==> src/hdl/dp_pkg.sv <==
package dp_pkg;

    localparam int WORD_W = 16;
    localparam int SRC_W  = 4;          // 16 locations per bank
    localparam int DST_W  = SRC_W + 1;  // Top bit selects bank B

    typedef logic [WORD_W-1:0] word_t;

    typedef enum logic [3:0] {
        OP_NOP    = 4'd0,  // No write
        OP_ADD    = 4'd1,
        OP_SUB    = 4'd2,
        OP_AND    = 4'd3,
        OP_OR     = 4'd4,
        OP_XOR    = 4'd5,
        OP_PASS_A = 4'd6
    } opcode_t;

    // All zero is a NOP
    typedef struct packed {
        opcode_t            op;
        logic [DST_W-1:0]   d;
        logic [SRC_W-1:0]   a;
        logic [SRC_W-1:0]   b;
    } instr_t;

    // What the ALU stage presents to write-back
    typedef struct packed {
        opcode_t            op;
        logic [DST_W-1:0]   d;
        word_t              r;
    } alu_out_t;

    // One memory write request
    typedef struct packed {
        logic               wren;
        logic [SRC_W-1:0]   addr;
        word_t              data;
    } bank_wr_t;

endpackage

==> src/hdl/alu.sv <==
`timescale 1ns/1ps

module alu (
    input  logic                      clock,
    input  logic                      rst_n,
    input  dp_pkg::opcode_t           op,
    input  logic [dp_pkg::DST_W-1:0]  d,
    input  dp_pkg::word_t             a,
    input  dp_pkg::word_t             b,
    output dp_pkg::alu_out_t          result
);
    import dp_pkg::*;

    word_t              r_next;
    opcode_t            op_q;
    logic [DST_W-1:0]   d_q;
    word_t              r_q;

    always_comb begin
        case (op)
            OP_ADD:    r_next = a + b;  // Wraps at 16 bits
            OP_SUB:    r_next = a - b;
            OP_AND:    r_next = a & b;
            OP_OR:     r_next = a | b;
            OP_XOR:    r_next = a ^ b;
            OP_PASS_A: r_next = a;
            default:   r_next = '0;
        endcase
    end

    always_ff @(posedge clock or negedge rst_n) begin
        if (!rst_n) begin
            op_q <= OP_NOP;
        end else begin
            op_q <= op;
        end
    end

    always_ff @(posedge clock) begin
        d_q <= d;
        r_q <= r_next;
    end

    assign result = '{op: op_q, d: d_q, r: r_q};

endmodule

==> src/hdl/dp_top.sv <==
`timescale 1ns/1ps

module dp_top #(
    parameter int IO_PORT_ADDR = 15
) (
    input  logic                  clock,
    input  logic                  rst_n,

    input  dp_pkg::instr_t        instr,

    input  logic                  a_io_in_empty,
    output logic                  a_io_rden,
    input  dp_pkg::word_t         a_io_in,
    input  logic                  a_io_out_full,
    output logic                  a_io_wren,
    output dp_pkg::word_t         a_io_out,

    input  logic                  b_io_in_empty,
    output logic                  b_io_rden,
    input  dp_pkg::word_t         b_io_in,
    input  logic                  b_io_out_full,
    output logic                  b_io_wren,
    output dp_pkg::word_t         b_io_out,

    output logic                  io_ready,
    output dp_pkg::alu_out_t      alu_result
);
    import dp_pkg::*;

    opcode_t            iss_op;
    logic [DST_W-1:0]   iss_d;
    word_t              a_operand;
    word_t              b_operand;
    bank_wr_t           a_wr;
    bank_wr_t           b_wr;

    issue_stage #(
        .IO_PORT_ADDR   (IO_PORT_ADDR)
    ) issue (
        .clock          (clock),
        .rst_n          (rst_n),
        .instr          (instr),
        .a_io_in_empty  (a_io_in_empty),
        .b_io_in_empty  (b_io_in_empty),
        .a_io_out_full  (a_io_out_full),
        .b_io_out_full  (b_io_out_full),
        .io_ready       (io_ready),
        .a_io_rden      (a_io_rden),
        .b_io_rden      (b_io_rden),
        .op             (iss_op),
        .d              (iss_d)
    );

    // Banks read straight from the instruction
    operand_bank #(
        .IO_PORT_ADDR   (IO_PORT_ADDR)
    ) bank_a (
        .clock          (clock),
        .raddr          (instr.a),
        .io_in          (a_io_in),
        .wr             (a_wr),
        .operand        (a_operand)
    );

    operand_bank #(
        .IO_PORT_ADDR   (IO_PORT_ADDR)
    ) bank_b (
        .clock          (clock),
        .raddr          (instr.b),
        .io_in          (b_io_in),
        .wr             (b_wr),
        .operand        (b_operand)
    );

    alu alu0 (
        .clock          (clock),
        .rst_n          (rst_n),
        .op             (iss_op),
        .d              (iss_d),
        .a              (a_operand),
        .b              (b_operand),
        .result         (alu_result)
    );

    write_back #(
        .IO_PORT_ADDR   (IO_PORT_ADDR)
    ) wb (
        .result         (alu_result),
        .a_wr           (a_wr),
        .b_wr           (b_wr),
        .a_io_wren      (a_io_wren),
        .b_io_wren      (b_io_wren),
        .a_io_out       (a_io_out),
        .b_io_out       (b_io_out)
    );

endmodule

==> src/hdl/issue_stage.sv <==
`timescale 1ns/1ps

module issue_stage #(
    parameter int IO_PORT_ADDR = 15
) (
    input  logic                      clock,
    input  logic                      rst_n,
    input  dp_pkg::instr_t            instr,
    input  logic                      a_io_in_empty,
    input  logic                      b_io_in_empty,
    input  logic                      a_io_out_full,
    input  logic                      b_io_out_full,
    output logic                      io_ready,
    output logic                      a_io_rden,
    output logic                      b_io_rden,
    output dp_pkg::opcode_t           op,
    output logic [dp_pkg::DST_W-1:0]  d
);
    import dp_pkg::*;

    localparam logic [SRC_W-1:0] PORT_ADDR = SRC_W'(IO_PORT_ADDR);

    logic               a_reads_port;
    logic               b_reads_port;
    logic               writes_port;
    logic               out_full;
    opcode_t            kept_op;
    logic [DST_W-1:0]   kept_d;

    // Port reads count whatever the opcode
    assign a_reads_port = (instr.a == PORT_ADDR);
    assign b_reads_port = (instr.b == PORT_ADDR);

    assign writes_port = (instr.op != OP_NOP) && (instr.d[SRC_W-1:0] == PORT_ADDR);
    assign out_full    = instr.d[DST_W-1] ? b_io_out_full : a_io_out_full;

    assign io_ready = !(a_reads_port && a_io_in_empty)
                   && !(b_reads_port && b_io_in_empty)
                   && !(writes_port && out_full);

    // A stalled read gets no strobe
    assign a_io_rden = io_ready && a_reads_port;
    assign b_io_rden = io_ready && b_reads_port;

    // Annul to NOP
    assign kept_op = io_ready ? instr.op : OP_NOP;
    assign kept_d  = io_ready ? instr.d : '0;

    always_ff @(posedge clock or negedge rst_n) begin
        if (!rst_n) begin
            op <= OP_NOP;
        end else begin
            op <= kept_op;
        end
    end

    always_ff @(posedge clock) begin
        d <= kept_d;  // Meaningless under a NOP
    end

endmodule

==> src/hdl/operand_bank.sv <==
`timescale 1ns/1ps

module operand_bank #(
    parameter int IO_PORT_ADDR = 15
) (
    input  logic                      clock,
    input  logic [dp_pkg::SRC_W-1:0]  raddr,
    input  dp_pkg::word_t             io_in,
    input  dp_pkg::bank_wr_t          wr,
    output dp_pkg::word_t             operand
);
    import dp_pkg::*;

    localparam int               DEPTH     = 2 ** SRC_W;
    localparam logic [SRC_W-1:0] PORT_ADDR = SRC_W'(IO_PORT_ADDR);

    word_t mem [0:DEPTH-1];

    // Write from the write-back stage
    always_ff @(posedge clock) begin
        if (wr.wren) begin
            mem[wr.addr] <= wr.data;
        end
    end

    // Same-cycle read of a written word gives the old value
    always_ff @(posedge clock) begin
        if (raddr == PORT_ADDR) begin
            operand <= io_in;  // Show-ahead port data
        end else begin
            operand <= mem[raddr];
        end
    end

endmodule

==> src/hdl/write_back.sv <==
`timescale 1ns/1ps

module write_back #(
    parameter int IO_PORT_ADDR = 15
) (
    input  dp_pkg::alu_out_t  result,
    output dp_pkg::bank_wr_t  a_wr,
    output dp_pkg::bank_wr_t  b_wr,
    output logic              a_io_wren,
    output logic              b_io_wren,
    output dp_pkg::word_t     a_io_out,
    output dp_pkg::word_t     b_io_out
);
    import dp_pkg::*;

    localparam logic [SRC_W-1:0] PORT_ADDR = SRC_W'(IO_PORT_ADDR);

    logic               active;
    logic               to_b;
    logic               at_port;
    logic [SRC_W-1:0]   addr;

    assign active  = (result.op != OP_NOP);
    assign to_b    = result.d[DST_W-1];
    assign addr    = result.d[SRC_W-1:0];
    assign at_port = (addr == PORT_ADDR);

    // Memory side never sees the port address
    always_comb begin
        a_wr.wren = active && !to_b && !at_port;
        a_wr.addr = addr;
        a_wr.data = result.r;
        b_wr.wren = active && to_b && !at_port;
        b_wr.addr = addr;
        b_wr.data = result.r;
    end

    // Write-port pushes
    assign a_io_wren = active && !to_b && at_port;
    assign b_io_wren = active && to_b && at_port;
    assign a_io_out  = result.r;
    assign b_io_out  = result.r;

endmodule

==> config.mk <==
export PLATFORM = sky130hd
export DESIGN_NAME = dp_top
export DESIGN_NICKNAME = d
export VERILOG_FILES = /design/src/hdl/dp_pkg.sv /design/src/hdl/alu.sv /design/src/hdl/dp_top.sv /design/src/hdl/issue_stage.sv /design/src/hdl/operand_bank.sv /design/src/hdl/write_back.sv
export SDC_FILE = /design/constraint.sdc
export NUM_CORES = 1
export LEC_CHECK = 0
export ABC_AREA = 1
export BUFFER_PORTS_ARGS = -buffer_cell sky130_fd_sc_hd__buf_2
export CORE_MARGIN = 3
export CORE_UTILIZATION = 45
export CTS_CLUSTER_DIAMETER = 50
export DETAILED_ROUTE_END_ITERATION = 8
export SETUP_SLACK_MARGIN = 0.1
export SLEW_MARGIN = 20
export SYNTH_ARGS = -nofsm -noshare
export SYNTH_HDL_FRONTEND = slang
export SYNTH_SLANG_ARGS = --single-unit
==> constraint.sdc <==
create_clock -name clock -period 2.8 [get_ports clock]
set_clock_uncertainty 0.15 [all_clocks]
set_input_delay 0.56 -clock clock [delete_from_list [all_inputs] [get_ports clock]]
set_output_delay 0.56 -clock clock [all_outputs]
set_load 0.05 [all_outputs]
# After elaboration in Yosys (flattened, before gate mapping)

Memory sizes are Yosys's and may differ from the RTL's.
Cells that the tools add are included.

Logic and storage cells: 54
Output and inout bits: 62
Bits in registers: 66
Input port bits: 55
Memories kept: 2
Memory bits (writable): 512

Reductions and logical operators: 21
Add/sub/neg operators: 2
Bitwise gates (word level): 3
Eq/ne operators: 10
Multiplexer cells: 9

Memory list:

| memory     | depth | bits a word | rd ports | clocked after memory_dff | wr ports | RTL line           | text |
|---|---|---|---|---|---|---|---|
| bank_a.mem | 16    | 16          | 1        | 0                        | 1        | operand_bank.sv:17 | `word_t mem [0:DEPTH-1];` |
| bank_b.mem | 16    | 16          | 1        | 0                        | 1        | operand_bank.sv:17 |  |

Operators by type and width:

| operator             | count |
|---|---|
| $pmux W16 S6         | 1 |
| $mux W16             | 2 |
| $add A16 B16 Y16     | 1 |
| $and A16 B16 Y16     | 1 |
| $eq A4 B4 Y1 const B | 4 |
| $or A16 B16 Y16      | 1 |
| $sub A16 B16 Y16     | 1 |
| $xor A16 B16 Y16     | 1 |
| $logic_and A1 B1 Y1  | 14 |
| $eq A4 B3 Y1 const B | 3 |
| $eq A4 B2 Y1 const B | 2 |
| $reduce_bool A4 Y1   | 2 |
| $logic_not A1 Y1     | 5 |
| $mux W1              | 5 |
| $eq A4 B1 Y1 const B | 1 |
| $mux W4              | 1 |

# Logic depth before layout (Yosys ltp)

Gate-level depths: netlist of run 1.

Depth after elaboration: 6
Gate-level depth with buffers: 20
Mapped depth without buffers: 20

# Hierarchy

Synthesis of run 1 repeated with hierarchy kept, for this count alone.

Cell total of the unflattened synthesis: 2588
Area total of the unflattened synthesis: 25295.5 um^2

By module, submodules not included:

| module       | cells an instance | area each (um^2) | times used |
|---|---|---|---|
| operand_bank | 1023              | 10770.3          | 2 |
| alu          | 406               | 2747.6           | 1 |
| write_back   | 86                | 603.1            | 1 |
| issue_stage  | 50                | 404.1            | 1 |

# Worst setup path after synthesis of run 1

Ideal clock, no wire load.

Path kind: input to output
From: input port instr[6] in the netlist's numbering
To: output port a_io_rden
Arrival: 1.920 ns
Setup slack: 0.170 ns
Data required time: 2.090 ns
Stages on the path: 6
Cell sequence: buf_4 > nand2_1 > nor3_1 > inv_2 > buf_2 > nor2_1

Word-level cells in the longest chain between the ends: 6

Ends and longest elaborated chain:

| what                    | RTL line          | text |
|---|---|---|
| start: declaration      | dp_top.sv:9       | `input dp_pkg::instr_t instr,` |
| $eq A4 B4 Y1 (*)        | issue_stage.sv:31 | `assign a_reads_port = (instr.a == PORT_ADDR);` |
| $logic_and A1 B1 Y1     | issue_stage.sv:37 | `assign io_ready = !(a_reads_port && a_io_in_empty)` |
| $logic_not A1 Y1        | issue_stage.sv:37 |  |
| $logic_and A1 B1 Y1     | issue_stage.sv:38 | `&& !(b_reads_port && b_io_in_empty)` |
| $logic_and A1 B1 Y1     | issue_stage.sv:39 | `&& !(writes_port && out_full);` |
| $logic_and A1 B1 Y1 (*) | issue_stage.sv:42 | `assign a_io_rden = io_ready && a_reads_port;` |
| end: declaration        | dp_top.sv:12      | `output logic a_io_rden,` |

Every way passes the cells marked *; elsewhere a longest branch is shown, timed or not.

# Worst setup path after layout of run 1

From: input port instr[15] in the netlist's numbering
To: output port b_io_rden

Word-level cells in the longest chain between the ends: 6

Ends and longest elaborated chain:

| what                | RTL line          | text |
|---|---|---|
| $reduce_bool A4 Y1  | issue_stage.sv:34 | `assign writes_port = (instr.op != OP_NOP) && (instr.d[SRC_W-1:0] == PORT_ADDR);` |
| $logic_and A1 B1 Y1 | issue_stage.sv:34 |  |
| $logic_and A1 B1 Y1 | issue_stage.sv:39 |  |
| $logic_not A1 Y1    | issue_stage.sv:39 |  |
| $logic_and A1 B1 Y1 | issue_stage.sv:39 |  |
| $logic_and A1 B1 Y1 | issue_stage.sv:43 | `assign b_io_rden = io_ready && b_reads_port;` |
| end: declaration    | dp_top.sv:19      | `output logic b_io_rden,` |

Every way passes these cells.

==> results of run 1 <==
kinds of logic (layout without fill, tap and decap cells):
| logic type | Yosys count | in the layout | share of synthesized area (%) |
|---|---|---|---|
| AOI/OAI and AO/OA | 436 | 436 | 10.8 |
| xor gates and xnor gates | 14 | 14 | 0.527 |
| adders and majority gates | 49 | 49 | 2.67 |
| buffers and inverters | 241 | 457 | 5.43 |
| DFF | 546 | 546 | 67.8 |
| other | 0 | 1 | 0 |
| and+or+nand+nor | 736 | 737 | 12.7 |
sequential cells by signal, summed over array words and instances (netlist names):
signal          cells
bank_a.mem        240
bank_b.operand     16
bank_a.operand     16
issue.op            4
alu0.op_q           4
alu0.r_q           16
bank_b.mem        240
alu0.d_q            5
issue.d             5
cells in the final DEF, fill, tap and decap left out, types with 14 or more instances in the layout:
master / instances
buf_4: 116
o22ai_1: 32
o21ai_1: 32
nand3_1: 106
o21ai_0: 232
dfxtp_1: 56
buf_2: 110
inv_2: 16
a31oi_1: 17
inv_1: 90
a21oi_1: 25
clkbuf_1: 14
ha_1: 44
nand2_2: 17
o211ai_1: 59
nor2_1: 360
nand2_1: 220
edfxtp_1: 480
clkbuf_16: 59
how the worst min path moves through the flow:
stage                     startpoint            to  slack, ps
after floorplan                rst_n  alu0.op_q[0]        110
after global placement    issue.d[1]   alu0.d_q[1]        160
after detailed placement  issue.d[0]   alu0.d_q[0]        160
after CTS                  instr[10]    issue.d[2]          2
after global routing       instr[16]   issue.op[3]         20
final                      instr[16]   issue.op[3]         30
worst max-delay path, stage by stage:
cell and delay (ps):
buf_2 100, inv_1 60, nand4_1 290, nand3_1 200, nand3_1 120, nor2_1 310, clkbuf_4 320
layer usage:
layer / vias up / share of wire, % / global-route usage [%]
met3: 99 / 8.3 / 4.39
met1: 7833 / 45 / 34.8
met5: - / 0.020 / 0
li1: 7469 / - / -
met4: 2 / 2.2 / 6.12
met2: 615 / 45 / 35.7
layout make-up:
class | count | area (um^2) | area share [%]
clock buffers | 81 | 1640 | 6.08
well taps | 672 | 841 | 3.12
multi-input cells | 1236 | 6460 | 23.9
clock inverters | 27 | 225 | 0.835
flip-flops and latches | 546 | 15800 | 58.5
diodes | 1 | 2.50 | 0.00928
repair buffers | 239 | 1610 | 5.97
inverters | 110 | 418 | 1.55
through the flow:
stage / power (mW) / utilization, % / cells / setup WS (ps)
6_report: 20.1 / 53.3 / 2912 / 118
5_1_grt: 20.8 / 53.3 / 2911 / 48.4
4_1_cts: 20.1 / 52.7 / 2902 / 85.7
3_5_place_dp: 12.7 / 48.9 / 2789 / -45.0
3_3_place_gp: 12.7 / 48.9 / 2789 / 0.625
2_1_floorplan: 11.7 / - / 2022 / 170
where the power goes:
part           leakage, nW  switching, mW  internal, mW
combinational         4.16           2.18         0.838
clock                0.910           3.19          4.22
sequential            5.01          0.289          9.42
timing repair:
action                                 in CTS  in global routing
cloned                                      0                  1
resized for setup                          12                 73
setup endpoints to repair                  13                 14
endpoints found under the hold margin      11                  0
setup buffers                               1                  8
pin swaps                                   1                 26
hold buffers                                4                  0
==> summary.md, run 1 <==
| Metric | Value |
|---|---|
| Most common cell in the netlist | edfxtp_1 |
| Global-route usage over all layers | 23.5% |
| Die H | 233 um |
| Final ANT Viol Nets | 0 |
| Placer Congestion | 0.880 |
| Latest clock arrival within the worst-skew pair | 630 ps |
| Share of layout cells above drive strength 1 | 18.3% |
| Most frequent cells after synthesis | edfxtp_1, nor2_1, nand2_1, o21ai_0, nand3_1 |
| Main synth FF type | edfxtp_1 |
| Clk slew on worst S/H paths | 60 ps |
| Global-route wire length before repair | 94.4 mm |
| Status | finished, final reports clean |
| Peak VDD IR | 644 uV |
| H-Tree Depth | 2 |
| Slew headroom | 48.5% |
| Cell depth of the worst min-delay path | 3 |
| CP max FO | 3 |
| Initial Utilization | 46.0% |
| DRC viols | 0 |
| Critical Path Start Type | primary input |
| GR Overflow Total | 0 |
| Initial antenna violation count | 3 |
| R2R Path Start | bank_b.operand[0] |
| CTS buffer count | 59 |
| Crit path DAT | 1970 ps |
| Top-area cell type share of the netlist area | 62.0% |
| Area leader, netlist | edfxtp_1 |
| Area grow syn2layout | 16.0% |
| Worst r2r dst | alu0.r_q[13] |
| Root Buffer | clkbuf_16 |
| Ys Warns | 0 |
| CTS sink count | 546 |
| Die ar. | 54400 um^2 |
| Synthesized cell area | 23300 um^2 |
| Crit Path Class | in -> out |
| Min-delay worst type | in -> reg |
| Number of synthesized flops with an enable pin | 480 |
| Top Ports | 117 |
| Register area share after synthesis | 67.8% |
| Number of synthesized register bits | 546 |
| Fill cells | 4318 |
| Nets | 2296 |
| Vias in the first global route | 15100 |
| F_max | 373 MHz |
| Final hold vios | 0 |
| CTS tree | done |
| Final wirelength | 64.5 mm |
| Die width | 233 um |
| Leakage | 10.1 nW |
| DR vias | 16000 |
| Routed len/inst | 22.1 um |
| Mapped Nets | 2126 |
| Crit. Startpoint | instr[15] |
| Count of input and output buffers | 116 |
| Top cells by area, synth | edfxtp_1, nor2_1, o21ai_0, dfxtp_1, nand2_1 |
| Max_cap viols | 0 |
| CORE AREA | 50600 um^2 |
| Gate Count Post-Synth | 2022 |
| DR iter-0 viols | 1610 |
| Async SR Flop Fraction | 1.47% |
| Power Density | 746 nW/um^2 |
| R2R cell count | 17 |
| Minimum clock period | 2680 ps |
| Clock tree buffer depth | 3 |
| Vias/cell | 5.50 |
| Final setup violation count | 0 |
| Setup crit end kind | output port |
| DR pass1 iterations | 5 |
| Setup TNS | 0 ps |
| Design area | 27000 um^2 |
| Worst Tran Pin Value | 771 ps |
| Worst R2R Setup Slack | 180 ps |
| Synth cell types | 43 |
| Final Max Tran Viols | 0 |
| Worst Setup EP | b_io_rden |
| Syn_area_per_cell | 11.5 um^2 |
| Largest net degree at the start of global routing | 121 |
| Area post-placement | 24700 um^2 |
| CP required | 2090 ps |
| Fin crit share | 95.8% |
| Hold WS | 34.6 ps |
| Row Count | 82 |
| Hpwl dp | 39.4 mm |
| RSZ-0062 raised after global routing | true |
(Power assumes the default switching activity.)
==> inputs of run 2 (changes only) <==
--- a/config.mk
+++ b/config.mk
@@ -15,4 +15,5 @@
 export SLEW_MARGIN = 20
 export SYNTH_ARGS = -nofsm -noshare
 export SYNTH_HDL_FRONTEND = slang
+export SYNTH_HIERARCHICAL = 1
 export SYNTH_SLANG_ARGS = --single-unit
==> run 2 against run 1 <==
Effect of this change: synthesized cell count up 28%; die area up 8.6%; power up 1.2%; critical path type is now reg -> reg; clock power grew 2%; routed wire length grew 4.7%; largest cell class unchanged; final area up 6.7%; combinational power up 5%; count of clock-buffer cells in the layout shrank 11.
==> summary.md, run 2 <==
| Metric | Value |
|---|---|
| Hpwl dp | 42.4 mm |
| Row Count | 86 |
| Root Buffer | clkbuf_16 |
| Clock tree buffer depth | 3 |
| Routed len/inst | 19.2 um |
| Gate Count Post-Synth | 2588 |
| Synth cell types | 43 |
| WP buf/inv | 4 |
| Worst R2R Setup Slack | 150 ps |
| Adder-cell share of the synthesized area | 2.45% |
| Die width | 243 um |
| Min-delay worst type | in -> reg |
| Mapped Nets | 2692 |
| Ys Warns | 6 |
| CP required | 3150 ps |
| Initial antenna violation count | 4 |
| Final Max Tran Viols | 0 |
| Largest family of logic cells by synthesized area | simple AND/OR/NAND/NOR gates |
| Nets | 2817 |
| Die H | 243 um |
| Number of synthesized register bits | 546 |
| Async SR Flop Fraction | 1.47% |
| Crit path DAT | 3000 ps |
| H-Tree Depth | 2 |
| R2R cell count | 17 |
| Fin crit share | 94.6% |
| Synth Area in Simple Gates | 20.4% |
| Area grow syn2layout | 13.8% |
| CP max FO | 3 |
| Top-area cell type share of the netlist area | 57.0% |
| Most frequent cells after synthesis | nand2_1, edfxtp_1, inv_1 |
| RSZ-0062 raised after global routing | true |
| Largest net degree at the start of global routing | 81 |
| Final setup violation count | 0 |
| GR Overflow Total | 0 |
| CORE AREA | 55300 um^2 |
| Slack of the critical path | 150 ps |
| Mux contribution to synthesized area | 0% |
| CP peak stage delay | 330 ps |
| Share of layout cells above drive strength 1 | 15.0% |
| Worst Tran Pin Value | 749 ps |
| Number of synthesized flops with an enable pin | 480 |
| # placed instances | 3390 |
| Top cells by area, synth | edfxtp_1, nand2_1, inv_1, nand3_1, dfxtp_1 |
| Clk slew on worst S/H paths | 60 ps |
| DR vias | 17700 |
| CTS sink count | 546 |
| Minimum clock period | 2650 ps |
| Cell depth of the worst min-delay path | 3 |
| Max_cap viols | 0 |
| Synthesized cell area | 25300 um^2 |
| Final hold vios | 0 |
| Power Density | 708 nW/um^2 |
| Register area share after synthesis | 62.4% |
| Syn_area_per_cell | 9.77 um^2 |
| Count of input and output buffers | 116 |
| Critical Path Start Type | flop |
| Final ANT Viol Nets | 0 |
| Leakage | 12.8 nW |
| Crit Path Class | reg -> reg |
| Setup crit end kind | flop |
| Levels on crit path | 17 |
| Vias/cell | 5.03 |
| CTS tree | done |
| CP Cell Sequence | inv_2 > ha_4 > inv_4 > nor3_4 > buf_6 > nand3_4 > o21ai_2 > xor2_1 > ha_1 > nand2_2 > inv_1 > a21oi_2 > nand2_1 > a21oi_2 > nand3_1 > nand3_1 > nand2_1 |
| DR pass1 iterations | 6 |
| DRC viols | 0 |
| Vias in the first global route | 16700 |
| Commonest cells after routing, fill and taps aside | nand2_1, edfxtp_1, inv_1, nand3_1, buf_2 |
| Slew headroom | 50.0% |
| Placer Congestion | 0.835 |
| Die ar. | 59100 um^2 |
| Peak VDD IR | 496 uV |
| Global-route wire length before repair | 102 mm |
| Fill cells | 4965 |
| Top Ports | 117 |
| DR iter-0 viols | 1580 |
| Dpl ws | 55.2 ps |
| Latest clock arrival within the worst-skew pair | 620 ps |
| Top flop regs | bank_a/mem: 240 flops, bank_b/mem: 240 flops |
| Non-Filler Instances | 3512 |
| CTS buffer count | 58 |
| Initial Utilization | 45.7% |
| Setup TNS | 0 ps |
| Post-layout util | 52.1% |
| Kind of cell adding the most delay to the critical path | simple AND/OR/NAND/NOR gates |
| Most common cell in the netlist | nand2_1 |
| Commonest non-fill, non-tap cell in the layout | nand2_1 |
| Main synth FF type | edfxtp_1 |
| Final wirelength | 67.5 mm |
| Worst path slowest cell | dfxtp_2 |
| Post-Synth XOR/XNOR Area | 0.485% |
| Global-route usage over all layers | 22.7% |
| F_max | 377 MHz |
| Area leader, netlist | edfxtp_1 |
| Synth Area in Compound Gates | 2.98% |
| Status | finished, final reports clean |
==> run 2: changes by cell type after synthesis, moves of 6 or more <==
cell,before,now
a21oi_1,34,53
a221oi_1,8,2
a31oi_1,17,0
buf_4,50,95
clkbuf_1,21,6
inv_1,100,436
nand2_1,239,767
nand3_1,111,315
nor2_1,367,107
o211ai_1,59,5
o211ai_2,8,0
o21ai_0,239,44
o21ai_1,26,11
o22ai_1,32,0
==> run 2: layout make-up <==
cell class / instances / area, um^2 / area share (%)
flip-flops and latches: 546 / 15800 / 54.8
multi-input cells: 1427 / 6920 / 24.0
repair buffers: 232 / 1590 / 5.54
well taps: 748 / 936 / 3.25
clock buffers: 70 / 1580 / 5.49
clock inverters: 39 / 297 / 1.03
diodes: 2 / 5.00 / 0.0174
inverters: 448 / 1680 / 5.85
==> run 2: routing by layer <==
layer / up-vias / part of all wire (%) / track usage, %
met5: - / 0 / 0
met4: 0 / 2.8 / 7.10
met3: 110 / 6.9 / 3.49
met2: 657 / 45 / 35.5
met1: 8379 / 45 / 32.8
li1: 8505 / - / -
==> run 2: through the flow <==
stage          instance area [um^2]  power, mW  hold WS, ps
6_report                      28800       20.4         41.9
5_1_grt                       28800       21.1         19.6
4_1_cts                       28500       20.3         2.94
3_5_place_dp                  26500       12.8          162
3_3_place_gp                  26500       12.8          162
2_1_floorplan                 25300       11.8          114
==> run 2: report_power, final <==
part / internal [mW] / switching, mW
Sequential: 9.42 / 0.232
Clock: 4.30 / 3.25
Combinational: 0.858 / 2.31
==> run 2: worst min-delay path, delay by kind of cell <==
| family | cells | cell delay, ps |
|---|---|---|
| simple gates | 1 | 40 |
| buf+inv | 2 | 170 |
==> run 2: final timing paths <==
path / start / endpoint
min: instr[11] / issue/d[3]
min reg2reg: issue/d[2] / alu0/d_q[2]
max reg2reg: bank_b/operand[1] / alu0/r_q[15]
min in group asynchronous: rst_n / alu0/op_q[3]
max: bank_b/operand[1] / alu0/r_q[15]
max in group asynchronous: rst_n / alu0/op_q[0]
==> run 2: repair_timing <==
item | in CTS | in global routing
buffers inserted | 2 | 7
gates cloned | 0 | 0
pin swaps | 1 | 24
gates resized for setup | 2 | 66
hold buffers | 2 | 0
setup endpoints to repair | 2 | 10
endpoints found under the hold margin | 9 | 0
==> run 2: cell families (layout without fill, tap and decap cells) <==
family / Yosys count / count (layout)
compound gates: 135 / 135
xor+xnor: 14 / 14
fa+ha+maj: 49 / 49
buf+inv: 615 / 789
flops: 546 / 546
other cells: 0 / 2
simple gates: 1229 / 1229
==> inputs of run 3 (changes only) <==
--- a/config.mk
+++ b/config.mk
@@ -9,6 +9,7 @@
 export BUFFER_PORTS_ARGS = -buffer_cell sky130_fd_sc_hd__buf_2
 export CORE_MARGIN = 3
 export CORE_UTILIZATION = 45
+export CTS_BUF_LIST = sky130_fd_sc_hd__clkbuf_8 sky130_fd_sc_hd__clkbuf_16
 export CTS_CLUSTER_DIAMETER = 50
 export DETAILED_ROUTE_END_ITERATION = 8
 export SETUP_SLACK_MARGIN = 0.1
==> run 3 against run 2 <==
Effect of this change: cell count stayed put; sequential power barely moved; final area stayed put; sequential share of layout area is the same; die area did not move; critical path depth did not move; first-iteration DRC count did not move.
==> summary.md, run 3 (synthesized netlist as in run 2, its figures left out) <==
| Metric | Value |
|---|---|
| GRT Max-Usage Layer | met2 |
| Nets | 2817 |
| H-Tree Depth | 2 |
| CTS buffer count | 58 |
| Clk slew on worst S/H paths | 60 ps |
| Latest clock arrival within the worst-skew pair | 620 ps |
| Hpwl dp | 42.4 mm |
| Max_cap viols | 0 |
| Final wirelength | 67.5 mm |
| Global-route usage over all layers | 22.7% |
| Met1 Resource Use GR | 32.8% |
| Largest net degree at the start of global routing | 81 |
| Fin crit share | 94.6% |
| Global-route wire length before repair | 102 mm |
| Cell depth of the worst min-delay path | 3 |
| Final ANT Viol Nets | 0 |
| R2R cell count | 17 |
| Peak VDD IR | 495 uV |
| CP max FO | 3 |
| Crit path DAT | 3000 ps |
| Design area | 28800 um^2 |
| Top Ports | 117 |
| Area grow syn2layout | 13.8% |
| Worst Setup EP | alu0/r_q[15] |
| GR Overflow Total | 0 |
| Final hold vios | 0 |
| Commonest non-fill, non-tap cell in the layout | nand2_1 |
| Die width | 243 um |
| Row Count | 86 |
| Grt met2 use | 35.5% |
| Commonest cells after routing, fill and taps aside | nand2_1, edfxtp_1, inv_1, nand3_1, buf_2 |
| Minimum clock period | 2650 ps |
| R2R Path Start | bank_b/operand[1] |
| Die H | 243 um |
| Crit. Startpoint | bank_b/operand[1] |
| Setup TNS | 0 ps |
| Critical Path Start Type | flop |
| Setup crit end kind | flop |
| DR iter-0 viols | 1580 |
| Count of input and output buffers | 116 |
| CTS tree | done |
| Met3 Resource Use GR | 3.49% |
| Die ar. | 59100 um^2 |
| Initial antenna violation count | 4 |
| Power Density | 707 nW/um^2 |
| Vias in the first global route | 16700 |
| Routed len/inst | 19.2 um |
| Vias/cell | 5.02 |
| Top flop regs | bank_a/mem: 240 flops, bank_b/mem: 240 flops |
| DR vias | 17600 |
| Leakage | 12.9 nW |
| CTS sink count | 546 |
| CP required | 3150 ps |
| DR pass1 iterations | 5 |
| Clock tree buffer depth | 3 |
| CORE AREA | 55300 um^2 |
| RSZ-0062 raised after global routing | true |
| Placer Congestion | 0.835 |
| Area post-placement | 26500 um^2 |
| Hold WS | 40.7 ps |
| Final setup violation count | 0 |
| Total Power | 20.4 mW |
| Final Max Tran Viols | 0 |
| Crit Path Class | reg -> reg |
| Initial Utilization | 45.7% |
| Slew headroom | 49.4% |
| Root Buffer | clkbuf_16 |
| DRC viols | 0 |
| Worst r2r dst | alu0/r_q[15] |
| Worst Tran Pin Value | 758 ps |
| F_max | 377 MHz |
| Status | finished, final reports clean |
| Min-delay worst type | in -> reg |
| Worst R2R Setup Slack | 150 ps |
| Share of layout cells above drive strength 1 | 15.0% |
-- run 3: cell types whose count changed in the layout (fill, tap and decap cells not counted), sizes merged --
| cell | delta |
|---|---|
| clkbuf | -7 |
| inv | +7 |
-- run 3: metal layers --
metal	part of all wire, %	vias up
li1	-	8507
met1	45	8365
met2	45	654
met3	7.0	114
met4	2.9	0
met5	0	-
-- run 3: repair_timing --
item	4_1_cts	5_1_grt
hold endpoints to repair	9	0
hold buffers	2	0
setup buffers	2	7
gates resized for setup	2	66
setup endpoints to repair	2	10
pin swaps	1	24
-- run 3: worst min-delay path by stage --
| stage | start | endpoint |
|---|---|---|
| floorplan | rst_n | alu0/op_q[0] |
| global placement | issue/d[2] | alu0/d_q[2] |
| detailed placement | issue/d[0] | alu0/d_q[0] |
| CTS | instr[10] | issue/d[2] |
| global route | instr[10] | issue/d[2] |
| finish | instr[11] | issue/d[3] |
-- run 3: metrics by stage --
stage | util [%] | std cells | setup WS, ps
floorplan | - | 2588 | 337
global placement | 48.0 | 3390 | 42.6
detailed placement | 48.0 | 3390 | 55.2
CTS | 51.5 | 3503 | 89.0
global route | 52.0 | 3510 | -31.4
finish | 52.1 | 3512 | 150
-- run 3: final cells by class --
cell class	count	area (um^2)
clock inverters	46	323
well taps	748	936
fillers	4965	26500
diodes	2	5.00
clock buffers	63	1550
multi-input cells	1427	6920
flip-flops and latches	546	15800
inverters	448	1680
repair buffers	232	1590
-- run 3: power by group --
group	switching [mW]	internal, mW	leakage (nW)
sequential	0.232	9.42	5.01
combinational	2.31	0.858	6.89
clock	3.26	4.28	0.955
-- run 3: critical path, stage by stage, from the launching register on --
cell and delay, ps:
dfxtp_2 330, inv_2 80, ha_4 140, inv_4 30, nor3_4 200, buf_6 150, nand3_4 80, o21ai_2 150
xor2_1 200, ha_1 290, nand2_2 120, inv_1 60, a21oi_2 160, nand2_1 90, a21oi_2 110, nand3_1 70
nand3_1 80, nand2_1 60
